[src/source/lsu_config.svh]
// Width and depth macros for the load/store path.
// Included by the RTL and the testbench; types live in the packages.
`ifndef LSU_CONFIG_SVH
`define LSU_CONFIG_SVH

// data and address width in bits
`define LSU_DATA_WIDTH 32

// memory depth in 32-bit words
// must stay a power of two, the word index is taken straight from the address
`define LSU_MEM_WORDS 4096

// bytes per word, derived from the data width
`define LSU_WORD_BYTES (`LSU_DATA_WIDTH / 8)

// byte lanes are little-endian
// lane 0 holds bits 7:0 of the word

`endif

[src/source/lsuPkg.sv]
// Instruction-side types of the load/store path.
// Referenced by scoped name from the decoder, the stages and the testbench.
`default_nettype none

package lsuPkg;

  // memory opcodes as they arrive from the issue side
  // loads first, then stores, opNone marks an idle slot
  typedef enum logic [3:0] {
    opLdrb  = 4'd0,
    opLdrsb = 4'd1,
    opLdrh  = 4'd2,
    opLdrsh = 4'd3,
    opLdr   = 4'd4,
    opStrb  = 4'd5,
    opStrh  = 4'd6,
    opStr   = 4'd7,
    opNone  = 4'd15
  } memOp;

  // access width seen by the pipeline stages
  // sizeWord is the only size used for full-word loads
  typedef enum logic [1:0] {
    sizeByte = 2'd0,
    sizeHalf = 2'd1,
    sizeWord = 2'd2
  } accessSize;

endpackage

`default_nettype wire

[src/source/memOpDecoder.sv]
// Decode stage: memory opcode into size, direction and extension controls.
// Purely combinational, feeds the execute stage.
`timescale 1ns/1ps
`default_nettype none

module memOpDecoder (
  input  lsuPkg::memOp      op,
  output logic              isLoad,
  output logic              isStore,
  output lsuPkg::accessSize size,
  output logic              signExt
);

  always_comb begin
    // idle defaults, also cover opNone and unused codes
    isLoad  = 1'b0;
    isStore = 1'b0;
    size    = lsuPkg::sizeWord;
    signExt = 1'b0;
    case (op)
      lsuPkg::opLdrb: begin
        isLoad = 1'b1;
        size   = lsuPkg::sizeByte;
      end
      lsuPkg::opLdrsb: begin
        isLoad  = 1'b1;
        size    = lsuPkg::sizeByte;
        signExt = 1'b1;
      end
      lsuPkg::opLdrh: begin
        isLoad = 1'b1;
        size   = lsuPkg::sizeHalf;
      end
      lsuPkg::opLdrsh: begin
        isLoad  = 1'b1;
        size    = lsuPkg::sizeHalf;
        signExt = 1'b1;
      end
      lsuPkg::opLdr: begin
        isLoad = 1'b1;
        size   = lsuPkg::sizeWord;
      end
      // stores never extend
      lsuPkg::opStrb: begin
        isStore = 1'b1;
        size    = lsuPkg::sizeByte;
      end
      lsuPkg::opStrh: begin
        isStore = 1'b1;
        size    = lsuPkg::sizeHalf;
      end
      lsuPkg::opStr: begin
        isStore = 1'b1;
        size    = lsuPkg::sizeWord;
      end
      default: begin
        isLoad  = 1'b0;
        isStore = 1'b0;
      end
    endcase
  end

endmodule

`default_nettype wire

[config.mk]
export PLATFORM = sky130hd
export DESIGN_NAME = memOpDecoder
export DESIGN_NICKNAME = d
export VERILOG_FILES = /design/src/source/lsu_config.svh /design/src/source/lsuPkg.sv /design/src/source/memOpDecoder.sv
export SDC_FILE = /design/constraint.sdc
export NUM_CORES = 1
export LEC_CHECK = 0
export BUFFER_PORTS_ARGS = -buffer_cell sky130_fd_sc_hd__buf_2
export CELL_PAD_IN_SITES_DETAIL_PLACEMENT = 1
export CELL_PAD_IN_SITES_GLOBAL_PLACEMENT = 2
export CORE_AREA = 2 2 39 41
export DETAILED_ROUTE_END_ITERATION = 7
export DIE_AREA = 0 0 41 43
export MAX_ROUTING_LAYER = met4
export PLACE_DENSITY_LB_ADDON = 0.12
export RECOVER_POWER = 50
export SLEW_MARGIN = 0
export SYNTH_ARGS = -nofsm -noshare
export SYNTH_HDL_FRONTEND = slang
export SYNTH_SLANG_ARGS = --single-unit
[constraint.sdc]
create_clock -name vclk -period 0.8
set_input_delay 0.08 -clock vclk [all_inputs]
set_output_delay 0.08 -clock vclk [all_outputs]
set_load 0.02 [all_outputs]
# --- After elaboration in Yosys (flattened, before gate mapping) ---
# Cells that the tools add are included.
word_totals:
  regBits: 0
  in_bits: 4
  wordCells: 17
classes:
  n_eq_ne: 7
  muxes: 4
  n_reduce_logical: 6
op_table:
  columns: ["cell", "count"]
  rows:
  - ["$eq A4 B3 Y1 const B", 4]
  - ["$reduce_or A3 Y1", 3]
  - ["$eq A4 B2 Y1 const B", 2]
  - ["$reduce_or A5 Y1", 1]
  - ["$eq A4 B1 Y1 const B", 1]
  - ["$logic_not A4 Y1", 1]
  - ["$pmux W2 S2", 1]
  - ["$mux W1", 3]
  - ["$reduce_or A2 Y1", 1]

# --- Logic depth before layout (Yosys ltp) ---
logic_depth:
  word_depth: 3
  ltp_mapped: 2

# --- Worst setup path after synthesis ---
# OpenSTA, ideal clock, no wires.
synth_timing:
  path_kind: "input -> output"
  startpoint: "input port op[2]"
  endpoint: "output port size[0]"
  arrival_time_ns: 0.650
  required_time_ns: 0.720
  setup_slack_ns: 0.070
  path_stages: 1
  path_cell_list: "a211oi_1"
synth_between:
  elab_chain_len: 3
  elab_cells_between_ends: 9
synth_rtl:
  columns: ["item", "line_no", "rtl"]
  rows:
  - ["from (decl)", "memOpDecoder.sv:7", "input lsuPkg::memOp op,"]
  - ["$eq A4 B2 Y1, or another cell as far along", "memOpDecoder.sv:20", "case (op)"]
  - ["$reduce_or A3 Y1 (no source line)", null, null]
  - ["$pmux W2 S2 (*)", "memOpDecoder.sv:20", null]
  - ["to (decl)", "memOpDecoder.sv:10", "output lsuPkg::accessSize size,"]
# Mark *: on every way between the ends. The rest lies on a longest branch, timed or not.

# --- Worst setup path after layout ---
layout_timing:
  startpoint: "input port op[1]"
  endpoint: "output port isLoad"
layout_between:
  elab_chain_len: 3
  elab_cells_between_ends: 7
layout_rtl:
  columns: ["item", "line_no", "rtl"]
  rows:
  - ["$eq A4 B2 Y1, or another cell as far along", "memOpDecoder.sv:20", null]
  - ["$reduce_or A5 Y1 (no source line) (*)", null, null]
  - ["$mux W1 (*)", "memOpDecoder.sv:20", null]
  - ["to (decl)", "memOpDecoder.sv:8", "output logic isLoad,"]
# Marks and branches as above.

==> impl_results.md <==
* Crit path capture: isLoad
* Count of max-cap constraint violations at 0
* Horizontal extent of the die at 41 um
* Fraction of final layout cells with drive strength greater than 1 at 0.556
* NetSw at 0.0000425 W
* Number of distinct standard cells referenced by the synthesized netlist at 8
* Instance count of the mapped netlist at 8
* Largest net degree at the start of global routing at 6
* DP Area at 123 um^2
* First-pass iteration count of the detailed router at 1
* Die Area at 1760 um^2
* Design Area, Final at 125 um^2
* Num sequential at 0
* Via count of the first global-routing pass at 87
* Placer congestion estimate at 0.617
* Internal power of the cells at 0.0000326 W
* Critical path start-end classification: in -> out
* Power density relative to cell area at 600 nW/um^2
* Vias post-DR at 96
* Adder-cell share of the synthesized area at 0
* Post-CTS Setup Bufs at 0
* Critical Path AT at 0.66 ns
* P&R area growth vs syn at 150%
* Drt initial violations at 0
* Seq/Total Area, Yosys at 0
* Placement row count at 14
* Final setup violation count at 0
* Basic-gate share of the synthesized area counting and, or, nand and nor cells at 0.350
* Xor/xnor share of the synthesized area at 0.175
* Hold Path Class: in -> out
* Peak ir drop on the vdd network at 0.0000753 V
* Number of placed I/O pins at 9
* Die boundary height at 43 um
* Part of the total power dissipated in combinational logic at 1.000
* Clock buffer instance count of the final layout at 0
* DRC violation count after routing at 0
* Actual slew at the worst max-slew pin at 0.172 ns
* CP max FO at 3
* Data required, critical path at 0.72 ns
* Final Cycle Share at 0.931
* Setup slack after placement at -0.0154 ns
* First-pass GRT wire length at 407 um
* Antenna violations before repair at 0
* Pins over their slew limit at 0
* Number of routed nets with antenna violations at 0
* Proportion of synthesized area in mux cells at 0
* Count of warnings emitted by yosys at 0
* CP endpoint kind: primary output
* Total overflow reported by the global router at 0
* Number of buffers added to fix hold violations after cts at 0
* Count of nets after finishing at 24
* Result of the run: finished clean
* Max Fclk at 1.34 GHz
* Sum of net half-perimeters after detailed placement at 212 um
* Sum of routed wire length over all layers at 236 um
* Power share of the sequential group at 0
* Min Hold Slack at 0.477 ns
* Count of endpoints failing hold in the final timing report at 0
* Worst rel slew slack at 0.884
* Fraction of power spent switching nets at 0.566
* Diode count at 0
* Combinational family with the most area after synthesis: compound AO/OA/AOI/OAI gates
* Number of filler instances in the final layout at 168
* Post-layout utilization of the core at 0.0904
* CP startpoint: op[1]
* Post-cts sizing count at 1
* Port Buffers at 9
* Mean instance size in the synthesized netlist at 6.26 um^2
* Worst Setup Slack, final at 0.0551 ns
* Fraction of power consumed by the clock network at 0
* DR vias/cell at 2.82
* Leakage dissipation at 0.0646 nW
* FF+latch area at 0 um^2
* Compound-gate portion of the synthesized area at 0.400
* Starting Density at 0.0362
* Net Count, Synth at 12
* Clock period minus final worst setup slack at 0.745 ns
* Startpoint class of the critical path: input port
* Wire length per cell at 6.94 um
* Placeable core area at 1380 um^2
* Summed instance area of the synthesized netlist at 50.0 um^2
* Overall global routing resource usage at 0.0317
* RSZ-0062 raised after global routing: yes
## per-layer routing
layer / part of all wire / global-route usage
met5: 0 / -
met3: 0.076 / 0
met1: 0.47 / 0.0538
met4: 0 / 0
met2: 0.46 / 0.0438
## worst max-delay path, stage by stage
cell	delay (ns)
sky130_fd_sc_hd__buf_2	0.12
sky130_fd_sc_hd__o21ai_1	0.16
sky130_fd_sc_hd__nor2b_1	0.16
sky130_fd_sc_hd__buf_4	0.15
## synth_stat cells
cell                       number  area share
sky130_fd_sc_hd__a211oi_1       1        0.15
sky130_fd_sc_hd__a21o_1         1        0.15
sky130_fd_sc_hd__inv_1          1       0.075
sky130_fd_sc_hd__nor2_1         1       0.075
sky130_fd_sc_hd__nor2b_1        1        0.13
sky130_fd_sc_hd__nor3b_1        1        0.15
sky130_fd_sc_hd__o21ai_0        1        0.10
sky130_fd_sc_hd__xnor2_1        1        0.18
## how the worst min path moves through the flow
stage / from / to / slack [ns] / cells past startpoint
finish: op[2] / signExt / 0.48 / 3
global route: op[2] / signExt / 0.51 / 3
CTS: op[2] / signExt / 0.49 / 3
detailed placement: op[2] / signExt / 0.49 / 3
global placement: op[2] / signExt / 0.47 / 3
floorplan: op[3] / isLoad / 0.24 / 1
## placed cells by master (no fill, tap or decap), drive strengths merged
| cell | n |
|---|---|
| xnor2 | 1 |
| o21ai | 1 |
| nor2b | 1 |
| inv | 1 |
| nor2 | 1 |
| a21o | 1 |
| nor3b | 1 |
| a211oi | 1 |
| clkbuf | 1 |
| buf | 9 |
## per-stage QoR
stage	TNS, ns	cells	power, W
4_1_cts	0	34	0.0000747
6_report	0	34	0.0000751
5_1_grt	-0.0195	34	0.0000839
2_1_floorplan	0	8	0.0000366
3_5_place_dp	-0.0154	34	0.0000738
3_3_place_gp	-0.0167	34	0.0000732
## power by group through the flow
| stage | clock network (W) | logic, W | registers, W |
|---|---|---|---|
| floorplan | 0 | 0.0000366 | 0 |
| detailed placement | 0 | 0.0000738 | 0 |
| finish | 0 | 0.0000751 | 0 |
| global route | 0 | 0.0000839 | 0 |
| CTS | 0 | 0.0000747 | 0 |
| global placement | 0 | 0.0000732 | 0 |
## final cells by class
type,instances,area (um^2),area share
Inverter,1,3.75,0.0300
Multi-Input combinational cell,7,46.3,0.370
Tap cell,16,20.0,0.160
Timing Repair Buffer,10,55.1,0.440
## cells by family after synthesis
| group | after synthesis |
|---|---|
| AO/OA/AOI/OAI | 3 |
| buffers and inverters | 1 |
| XOR/XNOR | 1 |
| AND/OR/NAND/NOR | 3 |
Power figures use the tool's default switching activity.
