**src/source/lsu_config.svh**
```systemverilog
// Width and depth macros for the load/store path.
// Included by the RTL and the testbench; types live in the packages.
`ifndef LSU_CONFIG_SVH
`define LSU_CONFIG_SVH

// data and address width in bits
`define LSU_DATA_WIDTH 32

// memory depth in 32-bit words
// must stay a power of two, the word index is taken straight from the address
`define LSU_MEM_WORDS 4096

// bytes per word, derived from the data width
`define LSU_WORD_BYTES (`LSU_DATA_WIDTH / 8)

// byte lanes are little-endian
// lane 0 holds bits 7:0 of the word

`endif

```
**src/source/lsuPkg.sv**
```systemverilog
// Instruction-side types of the load/store path.
// Referenced by scoped name from the decoder, the stages and the testbench.
`default_nettype none

package lsuPkg;

  // memory opcodes as they arrive from the issue side
  // loads first, then stores, opNone marks an idle slot
  typedef enum logic [3:0] {
    opLdrb  = 4'd0,
    opLdrsb = 4'd1,
    opLdrh  = 4'd2,
    opLdrsh = 4'd3,
    opLdr   = 4'd4,
    opStrb  = 4'd5,
    opStrh  = 4'd6,
    opStr   = 4'd7,
    opNone  = 4'd15
  } memOp;

  // access width seen by the pipeline stages
  // sizeWord is the only size used for full-word loads
  typedef enum logic [1:0] {
    sizeByte = 2'd0,
    sizeHalf = 2'd1,
    sizeWord = 2'd2
  } accessSize;

endpackage

`default_nettype wire

```
**src/source/busPkg.sv**
```systemverilog
// Memory-side types of the load/store path.
// Transfer size follows the AHB HSIZE coding; fault cause goes to the outputs.
`default_nettype none

package busPkg;

  // HSIZE style size code on the memory select path
  // only the low two bits matter for a 32-bit memory
  typedef enum logic [2:0] {
    xferByte = 3'b000,
    xferHalf = 3'b001,
    xferWord = 3'b010
  } transferSize;

  // why an access was refused
  // faultAlign wins when both apply
  typedef enum logic [1:0] {
    faultNone  = 2'd0,
    faultAlign = 2'd1,
    faultRange = 2'd2
  } faultCause;

endpackage

`default_nettype wire

```
**src/source/addressUnit.sv**
```systemverilog
// Execute stage: effective address, alignment and range check, access register.
// A faulting access reaches the outputs as a fault pulse and never selects memory.
`timescale 1ns/1ps
`default_nettype none
`include "lsu_config.svh"

module addressUnit (
  input  logic                         clk,
  input  logic                         rst,
  input  logic                         req,
  input  logic                         isLoad,
  input  logic                         isStore,
  input  lsuPkg::accessSize            size,
  input  logic                         signExt,
  input  logic [`LSU_DATA_WIDTH-1:0]   base,
  input  logic [`LSU_DATA_WIDTH-1:0]   offset,
  input  logic [`LSU_DATA_WIDTH-1:0]   storeData,
  output logic                         memSel,
  output logic                         we,
  output logic                         re,
  output logic [`LSU_DATA_WIDTH-1:0]   addr,
  output logic [`LSU_DATA_WIDTH-1:0]   wdata,
  output busPkg::transferSize          xferSize,
  output logic                         loadPending,
  output logic [1:0]                   laneSel,
  output lsuPkg::accessSize            sizeOut,
  output logic                         signExtOut,
  output logic                         fault,
  output busPkg::faultCause            faultKind
);

  logic [`LSU_DATA_WIDTH-1:0] effAddr;
  logic [`LSU_DATA_WIDTH-1:0] laneData;
  logic                       access;
  logic                       misaligned;
  logic                       outOfRange;
  logic                       refuse;
  busPkg::transferSize        nextXfer;
  busPkg::faultCause          nextCause;
  // first fault stage, lines the pulse up with the result stage
  logic                       exFault;
  busPkg::faultCause          exFaultKind;

  assign effAddr = base + offset;
  assign access  = req & (isLoad | isStore);

  // halfword needs an even address, word a multiple of 4
  assign misaligned = ((size == lsuPkg::sizeHalf) & effAddr[0]) |
                      ((size == lsuPkg::sizeWord) & (|effAddr[1:0]));
  // word index past the end of the array
  assign outOfRange = effAddr[`LSU_DATA_WIDTH-1:2] >=
                      (`LSU_DATA_WIDTH-2)'(`LSU_MEM_WORDS);
  assign refuse     = access & (misaligned | outOfRange);

  always_comb begin
    // alignment is reported ahead of range
    if (misaligned) nextCause = busPkg::faultAlign;
    else if (outOfRange) nextCause = busPkg::faultRange;
    else nextCause = busPkg::faultNone;
  end

  // access size to HSIZE code, store data copied onto every lane it could use
  always_comb begin
    case (size)
      lsuPkg::sizeByte: begin
        nextXfer = busPkg::xferByte;
        laneData = {4{storeData[7:0]}};
      end
      lsuPkg::sizeHalf: begin
        nextXfer = busPkg::xferHalf;
        laneData = {2{storeData[15:0]}};
      end
      default: begin
        nextXfer = busPkg::xferWord;
        laneData = storeData;
      end
    endcase
  end

  // control state
  always_ff @(posedge clk) begin
    if (rst) begin
      memSel      <= 1'b0;
      we          <= 1'b0;
      re          <= 1'b0;
      loadPending <= 1'b0;
      exFault     <= 1'b0;
      exFaultKind <= busPkg::faultNone;
      fault       <= 1'b0;
      faultKind   <= busPkg::faultNone;
    end else begin
      memSel      <= access & ~refuse;
      we          <= access & ~refuse & isStore;
      re          <= access & ~refuse & isLoad;
      loadPending <= access & ~refuse & isLoad;
      exFault     <= refuse;
      exFaultKind <= refuse ? nextCause : busPkg::faultNone;
      fault       <= exFault;
      faultKind   <= exFaultKind;
    end
  end

  // payload, only looked at while a strobe above is set
  always_ff @(posedge clk) begin
    addr       <= effAddr;
    wdata      <= laneData;
    xferSize   <= nextXfer;
    laneSel    <= effAddr[1:0];
    sizeOut    <= size;
    signExtOut <= signExt;
  end

endmodule

`default_nettype wire

```
**config.mk**
```make
export PLATFORM = sky130hd
export DESIGN_NAME = addressUnit
export DESIGN_NICKNAME = d
export VERILOG_FILES = /design/src/source/lsuPkg.sv /design/src/source/busPkg.sv /design/src/source/addressUnit.sv
export VERILOG_INCLUDE_DIRS = /design/src /design/src/source
export SDC_FILE = /design/constraint.sdc
export NUM_CORES = 1
export LEC_CHECK = 0
export ABC_AREA = 1
export ABC_CLOCK_PERIOD_IN_PS = 2700
export BUFFER_PORTS_ARGS = -buffer_cell sky130_fd_sc_hd__buf_2
export CORE_MARGIN = 2
export CORE_UTILIZATION = 53
export DETAILED_ROUTE_END_ITERATION = 10
export PLACE_DENSITY = 0.9
export SLEW_MARGIN = 10
export SYNTH_ARGS = -nofsm -noshare
export SYNTH_HDL_FRONTEND = slang
export SYNTH_SLANG_ARGS = --single-unit
```
**constraint.sdc**
```tcl
create_clock -name clk -period 2.7 [get_ports clk]
set_input_delay 0.135 -clock clk [delete_from_list [all_inputs] [get_ports clk]]
set_output_delay 0.135 -clock clk [all_outputs]
set_load 0.005 [all_outputs]
```
======== Yosys cells after proc, flatten, opt, wreduce, memory -nomap -nowiden ========
Cells that the tools add are included.
storage, ports and cells
  flip-flop bits (word level) ............. 81
  input port bits ......................... 104
operators by class
  add/sub/neg operators ................... 1
  $lt $le $gt $ge ......................... 1
  eq/ne operators ......................... 2
  muxes and demuxes ....................... 4
  bitwise gates (word level) .............. 11
  reduce and logical (&&, ||, !) cells .... 4
operators with widths
  cell                  number
  $pmux 32 s2           1
  $add 32x32->32        1
  $ge 30x13->1 const B  1
  $and 1x1->1           7
  $pmux 2 s2            1
  $reduce_or 2->1       2
  $or 1x1->1            3
  $reduce_or 3->1       1
  $eq 2x1->1 const B    1
  $eq 2x2->1 const B    1
  $logic_not 2->1       1
  $mux 2                1
  $mux 1                1
  $not 1->1             1

======== Depth between registers and ports, before layout ========
  word-level depth ........................ 9
  depth in mapped cells ................... 19
  depth with buffers taken out ............ 19

======== Least setup slack after synthesis ========
No wires, ideal clock.
  path kind ............................... input -> register
  start point ............................. in offset[0]
  end point ............................... reg exFault
  library setup time ...................... 0.112 ns
  data arrival time ....................... 1.720 ns
  required time ........................... 2.588 ns
  slack ................................... 0.867 ns
  cell stages on the path ................. 17
  path through ............................ ha_1 -> inv_1 -> fa_1 -> nor2_1 -> o21ai_2 -> nand2_4 -> nand2_1 -> nand2_1 -> nand2_1 -> nand2_1 -> nand3_1 -> nor2_2 -> nand2_2 -> nor2_4 -> nand2_1 -> nand2_1 -> nand2_1
between the ends
  longest elaborated chain between the ends .. 6
  elaborated cells between the ends (all ways) .. 8
  classes of those cells .................. add/sub (1); order compare (1); bitwise (5); reduce/logical (1)
RTL lines
  what                                                  line               text
  from (decl)                                           addressUnit.sv:16  input logic [`LSU_DATA_WIDTH-1:0] offset,
  $add 32x32->32 (*)                                    addressUnit.sv:44  assign effAddr = base + offset;
  branches (longest 3 deep; another with $ge 30x13->1)  -
  $or 1x1->1 (*)                                        addressUnit.sv:53  assign refuse = access & (misaligned | outOfRange);
  $and 1x1->1 (*)                                       addressUnit.sv:53
  to (signal assigned)                                  addressUnit.sv:96  exFault <= refuse;
  to (decl)                                             addressUnit.sv:41  logic exFault;
Every way passes the cells marked *.
A chain may end at the register's enable or synchronous reset.

======== Final worst setup path ========
Same ends and word-level chain as after synthesis.

==> summary.txt <==
fraction of layout cells with a size suffix above 1 = 30.48%
Synth top area share = 33.33%
cell accounting for the most synthesized area = dfxtp_1
Rel. slew slack = 44.28%
DRT Pass-1 Iters = 5
LEAKAGE = 3.570 nW
ys async rst share = 0%
Synth cell types = 36
via count of the first global-routing pass = 4,781
Placed Instances = 979
DR vias = 5,021
I/O Pins = 183
outcome = complete, no violations
placed cell areas = 5680 um2
Net Count, Synth = 834
Post-synth EDFFs = 0
# nets final = 1,043
hpwl dp = 10.62 mm
chip width = 98.02 um
Total GRT Usage = 27.87%
CTS tree = built
post-synthesis area per instance = 6.711 um2
Inserted Clock Buffers = 9
Layout area overhead = 30.88%
Synth Warn # = 0
Syn Inst Count = 698
fin cells = 1,020
Flop pwr share = 41.9%
Internal = 2.113 mW
DRT antenna net count = 0
first-pass GRT wire length = 21.71 mm
clock sinks = 78
Crit path required time = 2.96 ns
Die ar. = 9607 um2
Post-CTS Setup Repair Bufs = 0
Initial DRC Count = 295
Final TNS setup = 0 ns
kind of critical path = in2reg
Seq/Total Area, Yosys = 33.33%
Max-Cap Viols = 0
Ant. Diodes = 0
largest net degree at the start of global routing = 23
switching power = 1.050 mW
Final setup viols = 0
aggregate routed wire length = 13.40 mm
Worst Setup Start Kind = primary input
Pwr Density = 515.9 nW/um2
DRC viols = 0
most common cell after layout, fill and taps aside = nand2_1
Starting Density = 54.25%
Peak VDD IR = 0.2346 mV
final hold viol count = 0
clock buffer depth = 2
Synth area leaders = dfxtp_1, nand2_1, inv_1, ha_1, nand2_2
WL/cell = 13.14 um
GPL Wtd Cong = 1.043
clock latency on the worst-skew pair = 0.35 ns
Fmax = 551.3 MHz
Synth Cell Area = 4684 um2
Hold WC Path Type = in2reg
Reg clk slew, reported paths = 0.09 ns
Synth Flop Type = dfxtp_1
GR Overflow Total = 0
Final Skew = 0.002855 ns
Die H = 98.02 um
Tmin final = 1.814 ns
crit-path max FO = 3
Comb pwr share = 30.2%
Site Rows = 34
fin area = 6131 um2
most frequent cells in the layout = nand2_1, buf_2, inv_1, dfxtp_1, nor2_1
Switching Share = 33.20%
Arr. time, crit path = 2.07 ns
H-tree lvl count = 3
core area = 8636 um2
#FFs+latches synth = 78
CTS root buf = clkbuf_8
initial antenna violation count = 0
fin crit share = 67.18%
Slew Limit Fails = 0
clock share of power = 27.9%
via/cell ratio = 4.923
RSZ-0062 raised after global routing = no
Setup crit end kind = flop
measured slew at the worst slew-check pin = 0.8328 ns
Port Buf Inserts = 181
-- logic make-up after synthesis --
kind of cell	after synthesis	share of synthesized area (%)
buf+inv	141	11.62
fa+ha+maj	32	8.707
other cells	1	0.08005
xor+xnor	13	2.431
simple gates	391	38.30
flops	78	33.33
compound gates	42	5.529
-- critical path: stages --
cell     delay, ns
buf_2         0.08
ha_1          0.17
inv_1         0.06
fa_1          0.41
nor2_1        0.18
or2_2         0.16
nand4_1       0.14
nand3_1       0.12
nand2_1       0.06
nand2_1       0.12
nand4_2       0.15
nor2_4        0.13
nand2_1       0.06
nand2_1       0.05
nand2_1       0.04
-- repair_timing --
| action | in CTS | in global routing |
|---|---|---|
| endpoints found under the hold margin | 27 | 0 |
| resized for setup | 0 | 0 |
| hold buffers | 25 | 0 |
-- per-layer routing --
layer,track usage (%),part of all wire [%],up-vias,wire [um]
met1,33.56,41,2226,5438
met5,0,0,-,0
li1,-,-,2520,-
met3,5.225,8.3,39,1110
met4,8.120,2.7,0,364
met2,50.42,48,236,6485
-- final cells by class --
class | instances | area, um2
Sequential cell | 78 | 1562
Clock inverter | 6 | 72.57
Tap cell | 108 | 135.1
Fill cell | 696 | 2505
Multi-Input combinational cell | 479 | 2579
Inverter | 133 | 499.2
Timing Repair Buffer | 206 | 1156
Clock buffer | 10 | 127.6
-- state kept, by name, indices dropped and copies added, names as in the netlist --
name	flops
exFaultKind	2
wdata	32
signExtOut	1
exFault	1
xferSize	2
laneSel	1
we	1
memSel	1
sizeOut	2
addr	31
faultKind	2
loadPending	1
fault	1
-- power groups by stage --
stage	Clock, mW	Combinational, mW	Sequential, mW
after detailed placement	0	0.912	1.35
after global placement	0	0.904	1.35
after floorplan	0	0.532	1.37
after CTS	0.900	0.946	1.32
after global routing	0.942	1.06	1.34
final	0.882	0.956	1.32
-- synth_stat cells (5+ instances only) --
| master | instances |
|---|---|
| nand2_1 | 250 |
| inv_1 | 120 |
| dfxtp_1 | 78 |
| nor2_1 | 39 |
| nand2_2 | 32 |
| ha_1 | 31 |
| nand3_1 | 20 |
| a21oi_1 | 17 |
| inv_2 | 13 |
| nor2_2 | 12 |
| xor2_1 | 11 |
| nand3b_1 | 8 |
| o21ai_0 | 8 |
| o211ai_1 | 7 |
| nand3_2 | 6 |
| nand4_1 | 5 |
| nor2_4 | 5 |
-- final timing paths --
kind | to | depth (start not counted) | from | slack, ns
worst max-delay path | exFault | 15 | offset[0] | 0.89
worst min-delay path | wdata[30] | 3 | storeData[30] | 0.02
worst max register to register | faultKind[0] | 2 | exFaultKind[0] | 2.21
worst min register to register | fault | 2 | exFault | 0.40
-- per-stage QoR --
stage	hold slack, ns	power [mW]	utilization (%)	setup WS (ns)
after floorplan	0.1627	1.902	-	0.8672
after global placement	0.2377	2.249	65.78	0.5374
after detailed placement	0.2426	2.262	65.78	0.5425
after CTS	0.003626	3.170	70.99	0.9266
after global routing	0.02167	3.342	70.99	0.6808
final	0.02171	3.163	70.99	0.8860
(Power assumes the default switching activity.)
