<file path="config.mk">
export PLATFORM = sky130hd
export DESIGN_NAME = loadFormatter
export DESIGN_NICKNAME = d
export VERILOG_FILES = /design/src/source/lsuPkg.sv /design/src/source/loadFormatter.sv
export VERILOG_INCLUDE_DIRS = /design/src /design/src/source
export SDC_FILE = /design/constraint.sdc
export NUM_CORES = 1
export LEC_CHECK = 0
export BUFFER_PORTS_ARGS = -buffer_cell sky130_fd_sc_hd__buf_2
export CAP_MARGIN = 20
export CORE_MARGIN = 2
export CORE_UTILIZATION = 38
export DETAILED_ROUTE_END_ITERATION = 7
export PLACE_DENSITY_LB_ADDON = 0.08
export SYNTH_ARGS = -nofsm -noshare
export SYNTH_HDL_FRONTEND = slang
export SYNTH_SLANG_ARGS = --single-unit
</file>
<file path="constraint.sdc">
create_clock -name clk -period 1.3 [get_ports clk]
set_input_delay 0 -clock clk [delete_from_list [all_inputs] [get_ports clk]]
set_output_delay 0 -clock clk [all_outputs]
set_load 0.05 [all_outputs]
</file>
<file path="src/source/lsu_config.svh">
// Width and depth macros for the load/store path.
// Included by the RTL and the testbench; types live in the packages.
`ifndef LSU_CONFIG_SVH
`define LSU_CONFIG_SVH

// data and address width in bits
`define LSU_DATA_WIDTH 32

// memory depth in 32-bit words
// must stay a power of two, the word index is taken straight from the address
`define LSU_MEM_WORDS 4096

// bytes per word, derived from the data width
`define LSU_WORD_BYTES (`LSU_DATA_WIDTH / 8)

// byte lanes are little-endian
// lane 0 holds bits 7:0 of the word

`endif

</file>
<file path="src/source/lsuPkg.sv">
// Instruction-side types of the load/store path.
// Referenced by scoped name from the decoder, the stages and the testbench.
`default_nettype none

package lsuPkg;

  // memory opcodes as they arrive from the issue side
  // loads first, then stores, opNone marks an idle slot
  typedef enum logic [3:0] {
    opLdrb  = 4'd0,
    opLdrsb = 4'd1,
    opLdrh  = 4'd2,
    opLdrsh = 4'd3,
    opLdr   = 4'd4,
    opStrb  = 4'd5,
    opStrh  = 4'd6,
    opStr   = 4'd7,
    opNone  = 4'd15
  } memOp;

  // access width seen by the pipeline stages
  // sizeWord is the only size used for full-word loads
  typedef enum logic [1:0] {
    sizeByte = 2'd0,
    sizeHalf = 2'd1,
    sizeWord = 2'd2
  } accessSize;

endpackage

`default_nettype wire

</file>
<file path="src/source/loadFormatter.sv">
// Result stage: picks the load lane out of the read word and extends it.
// loadData is registered and loadValid pulses once per load.
`timescale 1ns/1ps
`default_nettype none
`include "lsu_config.svh"

module loadFormatter (
  input  logic                       clk,
  input  logic                       rst,
  input  logic                       loadPending,
  input  logic [1:0]                 laneSel,
  input  lsuPkg::accessSize          size,
  input  logic                       signExt,
  input  logic [`LSU_DATA_WIDTH-1:0] rdata,
  output logic                       loadValid,
  output logic [`LSU_DATA_WIDTH-1:0] loadData
);

  logic [7:0]                 byteLane;
  logic [15:0]                halfLane;
  logic [`LSU_DATA_WIDTH-1:0] extended;

  // little-endian lane select
  always_comb begin
    case (laneSel)
      2'b00: byteLane = rdata[7:0];
      2'b01: byteLane = rdata[15:8];
      2'b10: byteLane = rdata[23:16];
      default: byteLane = rdata[31:24];
    endcase
  end

  // halfword only ever sits at lane 0 or 2
  assign halfLane = laneSel[1] ? rdata[31:16] : rdata[15:0];

  always_comb begin
    case (size)
      lsuPkg::sizeByte: begin
        extended = {{24{signExt & byteLane[7]}}, byteLane};
      end
      lsuPkg::sizeHalf: begin
        extended = {{16{signExt & halfLane[15]}}, halfLane};
      end
      default: begin
        // full word, nothing to extend
        extended = rdata;
      end
    endcase
  end

  // one-cycle pulse per load
  always_ff @(posedge clk) begin
    if (rst) begin
      loadValid <= 1'b0;
    end else begin
      loadValid <= loadPending;
    end
  end

  // result holds until the next load
  always_ff @(posedge clk) begin
    if (loadPending) begin
      loadData <= extended;
    end
  end

endmodule

`default_nettype wire

</file>
Word level (Yosys, flattened, before mapping):

Cells that the tools add are included.

* reduce and logical (&&, ||, !) cells: 2
* bitwise logic cells: 2
* equality and inequality tests: 3
* multiplexer cells: 3

Operators by type and width (count)
* $pmux W32 S2: 1
* $pmux W8 S3: 1
* $mux W16: 1
* $eq A2 B1 Y1 const B: 2
* $logic_not A2 Y1: 2
* $and A1 B1 Y1: 2
* $eq A2 B2 Y1 const B: 1

* output and inout port bits: 33
* word-level logic and storage cells: 12
* bits in registers: 33

Logic depth before layout (Yosys ltp):

Gate-level depths: netlist (run 1).

* word-level depth: 4
* depth in mapped cells: 5
* depth with buffers taken out: 4

Worst setup path after synthesis (run 1):

No wires, ideal clock.

* kind: input port to flip-flop
* start: in laneSel[0]
* end: reg loadData[21], data pin
* cell stages on the path: 5
* setup time: 0.253 ns
* path slack: 0.130 ns
* arrival time: 0.916 ns
* cells stage by stage: mux2_2 > a2bb2oi_4 > o21a_4 > buf_6 > nand2_1

* word-level cells in the longest chain between the ends: 4
* elaborated cells on any way between the ends: 6

Ends and longest elaborated chain
* start, declared: RTL line loadFormatter.sv:11 `input logic [1:0] laneSel,`
* $eq A2 B2 Y1 (tied with other cells): RTL line loadFormatter.sv:25 `case (laneSel)`
* $pmux W8 S3 (*): RTL line loadFormatter.sv:25
* $and A1 B1 Y1 (*): RTL line loadFormatter.sv:39 `extended = {{24{signExt & byteLane[7]}}, byteLane};`
* $pmux W32 S2 (*): RTL line loadFormatter.sv:37 `case (size)`
* net extended[21]: RTL line loadFormatter.sv:21 `` logic [`LSU_DATA_WIDTH-1:0] extended; ``
* end signal, assigned: RTL line loadFormatter.sv:63 `loadData <= extended;`
* end, declared: RTL line loadFormatter.sv:16 `` output logic [`LSU_DATA_WIDTH-1:0] loadData ``

Mark *: on every way through the listed nets, which the timed path passes. The rest lies on a longest branch.
A chain may end at the register's enable or synchronous reset.

Worst setup path in the final report (run 1):

* start: in rdata[26]
* end: reg loadData[2], data pin

* word-level cells in the longest chain between the ends: 2

Ends and longest elaborated chain
* start, declared: RTL line loadFormatter.sv:14 `` input logic [`LSU_DATA_WIDTH-1:0] rdata, ``
* $pmux W8 S3: RTL line loadFormatter.sv:25
* $pmux W32 S2: RTL line loadFormatter.sv:37
* net extended[2]: RTL line loadFormatter.sv:21

The timed path passes the listed nets, and every way through them passes these cells.

==> results of run 1 <==
==> routing by layer <==
layer	GRT usage, %	up-vias
li1	-	699
met1	21.3	625
met2	27.4	57
met3	6.40	8
met4	8.06	0
met5	0	-
==> logic make-up (layout without fill, tap and decap cells) <==
logic type / after synthesis / in the layout
AO/OA/AOI/OAI: 34 / 34
buffers and inverters: 9 / 100
flip-flops: 33 / 33
multiplexers: 10 / 10
AND/OR/NAND/NOR: 56 / 56
==> area by class of cell <==
class	instances	area share (%)
clock inverters	2	1.47
clock buffers	6	3.16
repair buffers	91	23.5
well taps	50	2.72
multi-input cells	100	26.3
inverters	1	0.163
flip-flops and latches	33	42.7
==> tightest hold or removal path, stage by stage <==
cell     delay (ns)
buf_2          0.09
nand2_1        0.05
nand2_1        0.06
==> cells in the final DEF, fill, tap and decap left out <==
master	instances
a22oi_1	9
clkbuf_1	1
a21o_1	1
buf_2	72
mux2_2	8
inv_1	1
dfxtp_1	1
bufinv_16	1
nand3b_1	1
o21bai_1	1
clkbuf_8	5
a21oi_1	12
o41ai_1	1
nand2_1	41
buf_12	1
dlygate4sd3_1	10
a221o_1	1
and4bb_2	1
nor3b_1	1
mux2i_1	2
or4b_4	1
clkinv_1	1
edfxtp_1	32
o21a_4	1
nor2b_1	8
a2bb2oi_4	1
buf_4	8
nor2_1	2
o21ai_0	7
nand3_1	1
==> state kept, by name (all words and copies together), names as in the netlist <==
| register | count |
|---|---|
| loadData | 32 |
| loadValid | 1 |
==> power breakdown <==
part | leakage, nW | internal [mW] | switching, mW | total (mW)
sequential | 0.320 | 1.29 | 0.0243 | 1.32
combinational | 0.675 | 0.238 | 0.578 | 0.816
clock | 0.0528 | 0.566 | 0.379 | 0.945
==> final timing paths <==
check,start,end,slack [ns],cells after the start
setup / recovery,rdata[26],loadData[2],0.10,5
hold / removal,rdata[27],loadData[27],0.009,3
==> metrics by stage <==
stage	setup TNS (ns)	area [um2]	worst slack [ns]
after floorplan	0	1630	0.130
after global placement	-0.877	2090	-0.0563
after detailed placement	-1.71	2090	-0.124
after CTS	0	2300	0.106
after global routing	0	2300	0.0632
final	0	2300	0.104
==> run metrics, run 1 <==
status finished clean; hold crit path type in2reg; Post-synth top flop edfxtp_1; routed wl met2 1890 um; Global Route Usage Sum 17.4%; # placed instances 265; Distinct cells, synth 25; Reg area 981 um2; post-synthesis mux area share 6.76%; CP required 1.33 ns; Worst slew margin 65.8%; vias in the first global route 1,351; endpoints failing hold 0; clock root buffer clkbuf_8; overall power 3.08 mW; Yosys reg bits 33; area taken by multi-input logic gates 606 um2; Routed WL 4150 um; Worst setup EP type flop; number of buffers created by CTS 5; Longest Clk Path Bufs 2; RSZ-0062 raised after global routing no; crit start category input port; largest family of logic cells by synthesized area simple AND/OR/NAND/NOR gates; die area 4830 um2; max-slew violations 0; Top Metal Used met4; routed wire length per instance 14.7 um; RePlAce Congestion 0.873; worst hold slack 0.00873 ns; met3 wire len 352 um; Area Overhead vs Synth 41.2%; largest net degree at the start of global routing 23; ANT cells 0; max cap viols 0; mean post-synth cell area 11.5 um2; slowest cell delay on critical path 0.54 ns; Seq/Total Area, Yosys 60.2%; Post-DP HPWL 3030 um; Power Density 1340 nW/um2; Cell Chain, Critical Path dlygate4sd3_1 > buf_2 > mux2_2 > a22oi_1 > o21ai_0; Post-synth top cells nand2_1 (41), edfxtp_1 (32), a21oi_1 (12); slowest CP cell dlygate4sd3_1; Setup Fix Bufs, Post-CTS 0; non-filler cells, final 283; worst path bufs/invs 2; fillers 354; Synth top area share 59.0%; I/O Buffers 72; XOR/XNOR share of the synthesized area 0%; Syn Inst Count 142; static leakage 1.05 nW; CP arrival 1.22 ns; DRC Markers 0; post-layout util 56.7%; post-synthesis compound-gate area fraction 14.6%; GRT overflow 0; Crit Path Max Fanout 2; adder-cell share of the synthesized area 0%; Max Clock Freq 836 MHz; simple-gate share of the synthesized area 15.8%; Final ANT Viol Nets 0; WL met1 1820 um; final net count 272; # resized after CTS 0; row count 23; first drt pass iteration count 4; Initial Utilization 40.1%; final setup vio count 0; synth top area cells edfxtp_1 (59%), nand2_1 (9.4%), mux2_2 (5.5%); DRT iter0 DRCs 107; Final Cycle Share 92.0%; Worst-Margin Slew 0.512 ns; DIE WIDTH 69.5 um; Syn Std Cell Area 1630 um2; Clock Pin Slew Worst Setup and Hold Paths 0.07 ns; synthesized net count 182; Post-synth EDFFs 32; Synth async-reset ratio 0%; H-tree levels 2; CTS tree yes; core area 4060 um2; via count 1,389; Clock Sink Count 33; Final min period 1.20 ns; most frequent cell after synthesis nand2_1; I/O pin count 73; initial antenna violation count 0; DIE HEIGHT 69.5 um; Via density 4.91; VDD IR max 611 uV; crit-path leading delay family buffers and inverters; layout cells sized above 1 42.5%; leading area contributor after synthesis edfxtp_1; Synth Warn # 0; WS Path Type in2reg; first-pass GRT wire length 6500 um; CTS Hold Bufs 10
(Power assumes the default switching activity.)
==> run 2, diff against run 1 <==
CORE_MARGIN = 1   (was 2)
PLACE_DENSITY = 0.67   (was default)
PLACE_DENSITY_LB_ADDON = default   (was 0.08)
==> run metrics, run 2 (synthesis results as in run 1) <==
hold crit path type in2reg; CP required 1.33 ns (about the same); Final ANT Viol Nets 0 (unchanged); VDD IR max 495 uV (-19%); static leakage 1.04 nW (-1.0%); largest registers loadData (32), loadValid (1); H-tree levels 2 (unchanged); Clock Pin Slew Worst Setup and Hold Paths 0.06 ns (about the same); Crit Path Max Fanout 9 (+7); commonest non-fill, non-tap cell in the layout buf_2; non-filler cells, final 279 (-1.4%); Power Density 1310 nW/um2 (-2.0%); post-layout util 55.9% (-0.74 points); RSZ-0062 raised after global routing no; Worst setup EP type flop; WS Path Type in2reg; number of buffers created by CTS 5 (unchanged); Longest Clk Path Bufs 2 (unchanged); final net count 268 (-1.5%); worst hold slack 0.00319 ns (-0.00554 ns); initial antenna violation count 0 (unchanged); DRT iter0 DRCs 135 (+26%); Post-DP HPWL 2910 um (-3.9%); Global Route Usage Sum 19.6% (+2.2 points); Final Cycle Share 87.5% (-4.5 points); Setup Fix Bufs, Post-CTS 0 (unchanged); DIE HEIGHT 67.5 um (-2.9%); layout cells sized above 1 43.7% (+1.2 points); Final min period 1.14 ns (-0.0582 ns); clock root buffer clkbuf_8; DIE WIDTH 67.5 um (-2.9%); Max Clock Freq 879 MHz (+5.1%); fillers 369 (+4.2%); routed wire length per instance 14.7 um (+0.58%); vias in the first global route 1,318 (-2.4%); CP arrival 1.17 ns (-0.05 ns); row count 23 (unchanged); RePlAce Congestion 0.814 (-6.7%); Worst slew margin 60.7% (-5.1 points); # placed instances 264 (-0.38%); Clock Sink Count 33 (unchanged); status finished clean; max cap viols 0 (unchanged); CTS tree yes; I/O pin count 73 (unchanged); ANT cells 0 (unchanged); I/O Buffers 72 (unchanged); crit path launch laneSel[0]; via count 1,429 (+2.9%); die area 4550 um2 (-5.7%); core area 4060 um2 (unchanged); Routed WL 4110 um (-0.84%); first drt pass iteration count 4 (unchanged); GRT overflow 0 (unchanged); Via density 5.12 (+4.4%); crit start category input port; first-pass GRT wire length 6370 um (-2.0%); Area Overhead vs Synth 39.3%; endpoints failing hold 0 (unchanged); Initial Utilization 40.1% (unchanged); commonest non-fill, non-tap cells in the layout buf_2 (72), nand2_1 (41), edfxtp_1 (32), a21oi_1 (12), a22oi_1 (9); total negative setup slack 0 ns (unchanged); final setup vio count 0 (unchanged); DRC Markers 0 (unchanged); max FFs per register 32 (unchanged); Worst setup endpoint loadData[6]; max-slew violations 0 (unchanged); Biggest register loadData; Worst-Margin Slew 0.588 ns (+0.0766 ns); largest net degree at the start of global routing 34 (+48%)
==> run 2: metrics by stage <==
stage	worst slack (ns)	power (mW)	cell area, um2
finish	0.162	2.98	2270
global route	0.0952	3.09	2270
CTS	0.186	2.99	2270
detailed placement	-0.114	2.13	2100
global placement	-0.0759	2.13	2100
floorplan	0.130	1.89	1630
==> run 2: layer usage <==
layer / vias to the layer above / track usage [%] / wire, um
met5: - / 0 / 0
met4: 0 / 10.4 / 118
met3: 10 / 5.07 / 260
met2: 60 / 30.1 / 1980
met1: 670 / 25.1 / 1750
li1: 689 / - / -
==> run 2: how the worst min path moves through the flow <==
stage                         to      start  depth (start not counted)  slack (ns)
finish              loadData[27]  rdata[27]                          3       0.003
global route        loadData[19]  rdata[19]                          3        0.01
CTS                  loadData[6]   rdata[6]                          3       0.002
detailed placement     loadValid        rst                          2        0.16
global placement       loadValid        rst                          2        0.16
floorplan              loadValid        rst                          1        0.07
==> run 2: cell type report <==
| cell class | instances | area (um2) | area share, % |
|---|---|---|---|
| flip-flops and latches | 33 | 981 | 43.2 |
| multi-input cells | 100 | 606 | 26.7 |
| repair buffers | 87 | 515 | 22.7 |
| clock buffers | 7 | 96.3 | 4.24 |
| well taps | 50 | 62.6 | 2.76 |
| clock inverters | 1 | 5.00 | 0.221 |
| inverters | 1 | 3.75 | 0.165 |
==> run 2: what timing repair did <==
item	4_1_cts	5_1_grt
endpoints found under the hold margin	7	0
hold buffers	7	0
gates resized for setup	0	0
==> run 2: critical path, stage by stage <==
cell and delay (ns):
buf_2 0.11, nor2b_1 0.50, nor2_1 0.24, a22oi_1 0.22
o21ai_0 0.09
==> run 2: report_power, final <==
| part | internal [mW] | leakage [nW] | switching, mW |
|---|---|---|---|
| sequential | 1.29 | 0.320 | 0.0233 |
| combinational | 0.233 | 0.664 | 0.576 |
| clock | 0.478 | 0.0542 | 0.374 |
| total | 2.00 | 1.04 | 0.973 |
